===== src/logic/ooo_pkg.sv =====
`default_nettype none

package ooo_pkg;

    // architectural register count, x0 included
    localparam int REG_COUNT = 32;

    // register value
    typedef logic [31:0] data_t;

    // program counter
    typedef logic [31:0] addr_t;

    // architectural register number
    typedef logic [4:0] reg_idx_t;

    // reorder buffer tag, room for up to 16 entries
    typedef logic [3:0] tag_t;

    // set at allocation, picks the retirement path
    typedef enum logic [1:0] {
        kind_alu,
        kind_branch,
        kind_store
    } entry_kind_e;

    // head FSM of the reorder buffer
    typedef enum logic [1:0] {
        st_run,
        st_store_wait,
        st_flush
    } rob_state_e;

endpackage

`default_nettype wire


===== src/logic/commit_if.sv =====
`timescale 1ns/1ps
`default_nettype none

// one retirement per cycle, reorder buffer to regfile and rename table
interface commit_if;

    logic              en;
    ooo_pkg::reg_idx_t rd;
    ooo_pkg::data_t    data;
    ooo_pkg::tag_t     tag;

    modport src (
        output en,
        output rd,
        output data,
        output tag
    );

    modport dst (
        input en,
        input rd,
        input data,
        input tag
    );

endinterface

`default_nettype wire


===== src/logic/reorder_buffer.sv =====
`timescale 1ns/1ps
`default_nettype none

module reorder_buffer #(
    parameter int ROB_DEPTH = 8
) (
    input  logic                 clk,
    input  logic                 rst,
    input  logic                 alloc_en,
    input  ooo_pkg::reg_idx_t    alloc_rd,
    input  ooo_pkg::entry_kind_e alloc_kind,
    input  logic                 alloc_pred_taken,
    output logic                 alloc_ready,
    output ooo_pkg::tag_t        alloc_tag,
    input  logic                 wb_en,
    input  ooo_pkg::tag_t        wb_tag,
    input  ooo_pkg::data_t       wb_data,
    input  logic                 wb_taken,
    input  ooo_pkg::addr_t       wb_target,
    input  logic                 store_done,
    output logic                 store_en,
    output ooo_pkg::tag_t        store_tag,
    output logic                 flush,
    output ooo_pkg::addr_t       redirect_pc,
    commit_if.src                cmt
);

    localparam int PTR_W = $clog2(ROB_DEPTH);
    localparam int CNT_W = $clog2(ROB_DEPTH + 1);
    localparam logic [CNT_W-1:0] FULL_CNT = CNT_W'(ROB_DEPTH);

    typedef logic [PTR_W-1:0] ptr_t;

    // per-entry control
    logic [ROB_DEPTH-1:0] valid;
    logic [ROB_DEPTH-1:0] done;

    // per-entry payload
    ooo_pkg::entry_kind_e kind       [ROB_DEPTH];
    ooo_pkg::reg_idx_t    rd_arr     [ROB_DEPTH];
    ooo_pkg::data_t       data_arr   [ROB_DEPTH];
    logic                 pred_taken [ROB_DEPTH];
    logic                 act_taken  [ROB_DEPTH];
    ooo_pkg::addr_t       target     [ROB_DEPTH];

    ptr_t                rd_ptr;
    ptr_t                wr_ptr;
    logic [CNT_W-1:0]    count;
    ooo_pkg::rob_state_e state;
    ooo_pkg::rob_state_e state_next;

    logic full;
    logic empty;
    logic alloc_fire;
    ptr_t wb_idx;
    logic wb_hit;
    logic head_live;
    logic head_store;
    logic head_mispredict;
    logic head_writes;
    logic flush_start;
    logic retire;

    assign full  = (count == FULL_CNT);
    assign empty = (count == '0);

    assign alloc_ready = !full && (state != ooo_pkg::st_flush);
    assign alloc_tag   = ooo_pkg::tag_t'(wr_ptr);
    assign alloc_fire  = alloc_en && alloc_ready;

    // late or duplicate writebacks are dropped
    assign wb_idx = wb_tag[PTR_W-1:0];
    assign wb_hit = wb_en && valid[wb_idx] && !done[wb_idx];

    always_comb begin
        head_live       = (state == ooo_pkg::st_run) && !empty && done[rd_ptr];
        head_store      = (kind[rd_ptr] == ooo_pkg::kind_store);
        head_mispredict = (kind[rd_ptr] == ooo_pkg::kind_branch)
                          && (pred_taken[rd_ptr] != act_taken[rd_ptr]);
        // branches only write for jal-style links
        head_writes     = (kind[rd_ptr] == ooo_pkg::kind_alu)
                          || ((kind[rd_ptr] == ooo_pkg::kind_branch) && (rd_arr[rd_ptr] != '0));
        flush_start     = head_live && head_mispredict;
        retire          = (head_live && !head_store)
                          || ((state == ooo_pkg::st_store_wait) && store_done);
    end

    always_comb begin
        state_next = state;
        case (state)
            ooo_pkg::st_run: begin
                if (head_live && head_store) begin
                    state_next = ooo_pkg::st_store_wait;
                end else if (flush_start) begin
                    state_next = ooo_pkg::st_flush;
                end
            end
            ooo_pkg::st_store_wait: begin
                if (store_done) begin
                    state_next = ooo_pkg::st_run;
                end
            end
            default: state_next = ooo_pkg::st_run;
        endcase
    end

    assign cmt.en   = head_live && !head_store && head_writes;
    assign cmt.rd   = rd_arr[rd_ptr];
    assign cmt.data = data_arr[rd_ptr];
    assign cmt.tag  = ooo_pkg::tag_t'(rd_ptr);

    assign store_en  = (state == ooo_pkg::st_store_wait);
    assign store_tag = ooo_pkg::tag_t'(rd_ptr);
    assign flush     = (state == ooo_pkg::st_flush);

    // the flush cycle empties the whole buffer at its closing edge
    always_ff @(posedge clk) begin
        if (rst || flush) begin
            valid  <= '0;
            done   <= '0;
            rd_ptr <= '0;
            wr_ptr <= '0;
            count  <= '0;
            state  <= ooo_pkg::st_run;
        end else begin
            state <= state_next;
            if (alloc_fire) begin
                valid[wr_ptr] <= 1'b1;
                done[wr_ptr]  <= 1'b0;
                wr_ptr        <= wr_ptr + 1'b1;
            end
            if (wb_hit) begin
                done[wb_idx] <= 1'b1;
            end
            if (retire) begin
                valid[rd_ptr] <= 1'b0;
                rd_ptr        <= rd_ptr + 1'b1;
            end
            case ({alloc_fire, retire})
                2'b10:   count <= count + 1'b1;
                2'b01:   count <= count - 1'b1;
                default: count <= count;
            endcase
        end
    end

    always_ff @(posedge clk) begin
        if (alloc_fire) begin
            kind[wr_ptr]       <= alloc_kind;
            rd_arr[wr_ptr]     <= alloc_rd;
            pred_taken[wr_ptr] <= alloc_pred_taken;
        end
        if (wb_hit) begin
            data_arr[wb_idx]  <= wb_data;
            act_taken[wb_idx] <= wb_taken;
            target[wb_idx]    <= wb_target;
        end
        // target held through the flush cycle
        if (flush_start) begin
            redirect_pc <= target[rd_ptr];
        end
    end

endmodule

`default_nettype wire


===== src/logic/rename_table.sv =====
`timescale 1ns/1ps
`default_nettype none

module rename_table (
    input  logic              clk,
    input  logic              rst,
    input  logic              alloc_fire,
    input  ooo_pkg::reg_idx_t alloc_rd,
    input  ooo_pkg::tag_t     alloc_tag,
    input  logic              flush,
    commit_if.dst             cmt,
    input  ooo_pkg::reg_idx_t lookup_rs,
    output logic              lookup_pending,
    output ooo_pkg::tag_t     lookup_tag
);

    logic [ooo_pkg::REG_COUNT-1:0] pending;
    ooo_pkg::tag_t                 owner [ooo_pkg::REG_COUNT];

    logic alloc_claim;
    logic commit_clear;

    // x0 is never renamed
    assign alloc_claim = alloc_fire && (alloc_rd != '0);

    // a newer producer keeps the register pending
    assign commit_clear = cmt.en && pending[cmt.rd] && (owner[cmt.rd] == cmt.tag);

    always_ff @(posedge clk) begin
        if (rst || flush) begin
            pending <= '0;
        end else begin
            if (commit_clear) begin
                pending[cmt.rd] <= 1'b0;
            end
            // allocation overrides a commit to the same register
            if (alloc_claim) begin
                pending[alloc_rd] <= 1'b1;
            end
        end
    end

    always_ff @(posedge clk) begin
        if (alloc_claim) begin
            owner[alloc_rd] <= alloc_tag;
        end
    end

    assign lookup_pending = pending[lookup_rs];
    assign lookup_tag     = owner[lookup_rs];

endmodule

`default_nettype wire


===== src/logic/arch_regfile.sv =====
`timescale 1ns/1ps
`default_nettype none

module arch_regfile (
    input  logic              clk,
    input  logic              rst,
    commit_if.dst             cmt,
    input  ooo_pkg::reg_idx_t lookup_rs,
    input  logic              lookup_pending,
    input  ooo_pkg::tag_t     lookup_tag,
    output logic              lookup_ready,
    output ooo_pkg::data_t    lookup_value,
    output ooo_pkg::tag_t     lookup_tag_out
);

    ooo_pkg::data_t regs [ooo_pkg::REG_COUNT];

    // x0 stays at its reset value
    always_ff @(posedge clk) begin
        if (rst) begin
            for (int i = 0; i < ooo_pkg::REG_COUNT; i++) begin
                regs[i] <= '0;
            end
        end else if (cmt.en && (cmt.rd != '0)) begin
            regs[cmt.rd] <= cmt.data;
        end
    end

    // no same-cycle bypass from commit
    assign lookup_ready   = !lookup_pending;
    assign lookup_value   = lookup_pending ? '0 : regs[lookup_rs];
    assign lookup_tag_out = lookup_pending ? lookup_tag : '0;

endmodule

`default_nettype wire


===== src/logic/ooo_backend.sv =====
`timescale 1ns/1ps
`default_nettype none

module ooo_backend #(
    parameter int ROB_DEPTH = 8
) (
    input  logic                 clk,
    input  logic                 rst,

    // allocation
    input  logic                 alloc_en,
    input  ooo_pkg::reg_idx_t    alloc_rd,
    input  ooo_pkg::entry_kind_e alloc_kind,
    input  logic                 alloc_pred_taken,
    output logic                 alloc_ready,
    output ooo_pkg::tag_t        alloc_tag,

    // completion
    input  logic                 wb_en,
    input  ooo_pkg::tag_t        wb_tag,
    input  ooo_pkg::data_t       wb_data,
    input  logic                 wb_taken,
    input  ooo_pkg::addr_t       wb_target,

    // store unit
    output logic                 store_en,
    output ooo_pkg::tag_t        store_tag,
    input  logic                 store_done,

    // operand lookup
    input  ooo_pkg::reg_idx_t    lookup_rs,
    output logic                 lookup_ready,
    output ooo_pkg::data_t       lookup_value,
    output ooo_pkg::tag_t        lookup_tag,

    // retirement and redirect
    output logic                 commit_en,
    output ooo_pkg::reg_idx_t    commit_rd,
    output ooo_pkg::data_t       commit_data,
    output logic                 flush,
    output ooo_pkg::addr_t       redirect_pc
);

    logic          alloc_fire;
    logic          rn_pending;
    ooo_pkg::tag_t rn_tag;

    commit_if cmt_bus ();

    assign alloc_fire = alloc_en && alloc_ready;

    reorder_buffer #(
        .ROB_DEPTH (ROB_DEPTH)
    ) u_rob (
        .clk              (clk),
        .rst              (rst),
        .alloc_en         (alloc_en),
        .alloc_rd         (alloc_rd),
        .alloc_kind       (alloc_kind),
        .alloc_pred_taken (alloc_pred_taken),
        .alloc_ready      (alloc_ready),
        .alloc_tag        (alloc_tag),
        .wb_en            (wb_en),
        .wb_tag           (wb_tag),
        .wb_data          (wb_data),
        .wb_taken         (wb_taken),
        .wb_target        (wb_target),
        .store_done       (store_done),
        .store_en         (store_en),
        .store_tag        (store_tag),
        .flush            (flush),
        .redirect_pc      (redirect_pc),
        .cmt              (cmt_bus.src)
    );

    rename_table u_rename (
        .clk            (clk),
        .rst            (rst),
        .alloc_fire     (alloc_fire),
        .alloc_rd       (alloc_rd),
        .alloc_tag      (alloc_tag),
        .flush          (flush),
        .cmt            (cmt_bus.dst),
        .lookup_rs      (lookup_rs),
        .lookup_pending (rn_pending),
        .lookup_tag     (rn_tag)
    );

    arch_regfile u_regfile (
        .clk            (clk),
        .rst            (rst),
        .cmt            (cmt_bus.dst),
        .lookup_rs      (lookup_rs),
        .lookup_pending (rn_pending),
        .lookup_tag     (rn_tag),
        .lookup_ready   (lookup_ready),
        .lookup_value   (lookup_value),
        .lookup_tag_out (lookup_tag)
    );

    // retirement seen from outside
    assign commit_en   = cmt_bus.en;
    assign commit_rd   = cmt_bus.rd;
    assign commit_data = cmt_bus.data;

endmodule

`default_nettype wire


===== config.mk =====
export PLATFORM = sky130hd
export DESIGN_NAME = ooo_backend
export DESIGN_NICKNAME = d
export VERILOG_FILES = /design/src/logic/ooo_pkg.sv /design/src/logic/commit_if.sv /design/src/logic/reorder_buffer.sv /design/src/logic/rename_table.sv /design/src/logic/arch_regfile.sv /design/src/logic/ooo_backend.sv
export SDC_FILE = /design/constraint.sdc
export NUM_CORES = 2
export LEC_CHECK = 0
export CORE_MARGIN = 1
export CORE_UTILIZATION = 64
export DETAILED_ROUTE_END_ITERATION = 12
export DONT_BUFFER_PORTS = 1
export PLACE_DENSITY = 0.78
export SLEW_MARGIN = 20
export SYNTH_ARGS = -nofsm -noshare
export SYNTH_HDL_FRONTEND = slang
export SYNTH_SLANG_ARGS = --single-unit

===== constraint.sdc =====
create_clock -name clk -period 8.55 [get_ports clk]
set_input_delay 0.4275 -clock clk [delete_from_list [all_inputs] [get_ports clk]]
set_output_delay 0.4275 -clock clk [all_outputs]
set_load 0.1 [all_outputs]

==> results.md <==
* Clk Latency, worst-skew pair at 0.80 ns
* Post-synthesis async set-or-reset flop share at 0%
* Skew final at 0.03433 ns
* Wire length of the first global-routing pass at 266200 um
* CTS tree: built
* Syn_area_per_cell at 16.52 um2
* Startpoint types: flip-flop
* Total gr overflow at 0
* Synthesis-to-layout area growth at 11.58%
* Area post-placement at 77010 um2
* Crit-path max cell delay at 0.82 ns
* Fin nets at 4652
* Worst Path Required at 8.96 ns
* Cell variety after synth at 64
* Final instance area at 83670 um2
* Failing checks: slew limit
* Initial core utilization at 64.53%
* Fin. max-slew vios at 179
* Worst vdd ir at 0.2459 mV
* Cell Chain, Critical Path: nand2b_1, o22a_1, nand2_1, inv_2, buf_4, nand2_1, nor2_1, nand2_1, buf_4, nand2b_2
* Slew @ Worst Pin at 2.311 ns
* Drt pass-1 iters at 6
* Largest area contributor in the netlist: edfxtp_1
* Commonest non-fill, non-tap cell in the layout: edfxtp_1
* Area share of the largest cell type after synthesis at 69.52%
* Hold buffers post-CTS at 79
* CTS Sinks at 1799
* Top FF cell, synth: edfxtp_1
* Post-CTS Repair Setup Buffers at 0
* Final setup TNS at 0 ns
* CP endpoint kind: flip-flop
* Crit path top cell by count: nand2_1
* Core ar. at 116200 um2
* Highest Clock Rate at 0.1684 GHz
* Drt drc at 0
* Tmin final at 5.938 ns
* Fraction of layout cells with a size suffix above 1 at 21.63%
* Die Wd at 344.3 um
* Critical Path Slowest Stage Cell: dfxtp_4
* Cell Area, Synth at 74990 um2
* First-iteration detailed-routing DRC count at 5578
* Die ar. at 118500 um2
* DRT Wirelength at 179600 um
* Vias at 41710
* CTS clk-pin slew, worst paths at 0.07 ns
* RSZ-0062 raised after global routing: no
* Period utilisation layout at 69.45%
* Max-Cap Viols at 0
* Min-delay worst type: input port to flip-flop
* PortBufs at 0
* Final ANT Viol Nets at 0
* Status: finished, violations left
* Post-CTS resize count at 0
* Synth top area cells: edfxtp_1, mux4_2, nor2_1
* Critical path arrival at 6.35 ns
* Initial antenna violation count at 8
* Yosys reg bits at 1799
* Clk buf depth at 3
* Most frequent cells in the layout: edfxtp_1, nor2_1, mux4_2, nand2_1, clkbuf_16
* Pwr Total at 18.86 mW
* Final cell count without fillers at 6237
* Syn Inst Count at 4538
* # H-tree levels at 4
* Gr usage total at 30.77%
* CTS buffer count at 175
* Placed insts at 5826
* Crit path max fanout at 49
* # setup viols final at 0
* Vias in the first global route at 42410
* Final Hold Fails at 0
* RD Place Congestion at 0.9028
* Sequential-to-total area share from yosys stat at 71.20%
* Post-synth EDFFs at 1736
* Vias per cell at 6.687
* Setup CP Type: flip-flop to flip-flop
* Synth Warn # at 0
* Row count at 125
* Die Span Y at 344.3 um
* PD cells at 225.4 nW/um2
* Avg WL per Cell at 28.80 um
* Leak pwr at 28.85 nW
* HPWL after DPL at 98970 um
* Top-level I/O count at 205
* Post-layout util at 72.01%
* Slew HR at -54.06%
* Largest net degree at the start of global routing at 289
* Root buf cell: clkbuf_16
sequential cells by signal, indices dropped and copies added, names as in the netlist, named ones only:
name / cells
u_rob.wr_ptr: 3
u_rob.rd_ptr: 3
u_rob.target: 256
u_regfile.regs: 1024
u_rob.act_taken: 8
u_rename.owner: 96
u_rob.data_arr: 256
u_rob.state: 2
u_rob.count: 4
u_rob.pred_taken: 8
u_rename.pending: 32
u_rob.done: 8
u_rob.valid: 8
u_rob.redirect_pc: 32
u_rob.rd_arr: 40
u_rob.kind: 16
worst max-delay path, delay by kind of cell, from the launching register on:
| family | cells | cell delay (ns) |
|---|---|---|
| AO/OA/AOI/OAI | 1 | 0.66 |
| AND/OR/NAND/NOR | 6 | 2.55 |
| buffers and inverters | 3 | 1.44 |
| flip-flops | 1 | 0.82 |
synthesized netlist by cell type (6+ instances only):
master        n
a2111oi_0    11
a211oi_1     12
a21o_1        8
a21oi_1      18
a221oi_1      6
a31oi_1      30
a32oi_1       6
a41oi_1      12
and3_1       20
buf_1        57
buf_2        13
buf_4         7
buf_6         6
clkbuf_1    294
dfxtp_1      63
edfxtp_1   1736
inv_1        76
mux2i_1      94
mux4_2      504
nand2_1     191
nand2b_1     34
nand3_1      21
nand3b_1      7
nor2_1     1125
nor2b_1      12
nor3_1       38
o21a_1       32
o21ai_0      24
xnor2_1       6
stage by stage:
| stage | worst slack, ns | hold slack, ns |
|---|---|---|
| 2_1_floorplan | 1.622 | 0.4358 |
| 3_3_place_gp | 2.770 | 0.4520 |
| 3_5_place_dp | 2.745 | 0.4512 |
| 4_1_cts | 2.751 | 0.001745 |
| 5_1_grt | 2.436 | 0.02662 |
| 6_report | 2.612 | 0.03944 |
report_power, final:
group / leakage, nW / internal, mW / switching [mW]
logic: 8.44 / 0.371 / 0.729
clock network: 2.86 / 4.45 / 3.39
registers: 17.5 / 9.86 / 0.0654
total: 28.8 / 14.7 / 4.18
cell type report:
type | count | area [um2]
antenna | 1 | 2.502
clock buffer | 202 | 4533
clock inverter | 128 | 1303
fill | 6709 | 32530
inverter | 80 | 300.3
multi-input combinational | 2318 | 20600
sequential | 1799 | 53420
tap | 1524 | 1907
timing repair buffer | 185 | 1617
logic make-up (layout without fill, tap and decap cells):
group / after synthesis / count (layout) / share of synthesized area, %
multiplexers: 607 / 607 / 16.57
AND/OR/NAND/NOR: 1470 / 1470 / 7.809
adder cells (fa/ha/maj): 6 / 6 / 0.1101
buffers and inverters: 458 / 595 / 2.411
XOR/XNOR: 10 / 10 / 0.1168
flip-flops: 1799 / 1799 / 71.20
other: 1 / 39 / 0.005001
AO/OA/AOI/OAI: 187 / 187 / 1.775
layer usage:
metal / track usage (%) / vias up / part of all wire, %
met1: 42.30 / 21330 / 37
met4: 10.42 / 12 / 2.9
met2: 49.78 / 2715 / 50
met3: 6.564 / 401 / 11
met5: 0 / - / 0.036
li1: - / 17250 / -
final timing paths:
check	start	to	slack, ns	cells after the start
max	flip-flop	u_regfile.regs[7][16]	2.61	10
min	wb_tag[1]	u_rob.target[3][25]	0.04	1
max reg2reg	flip-flop	u_regfile.regs[7][16]	2.61	10
min reg2reg	u_rename.pending[0]	u_rename.pending[0]	0.46	1
Note: power is estimated with default switching activity, not from simulation.
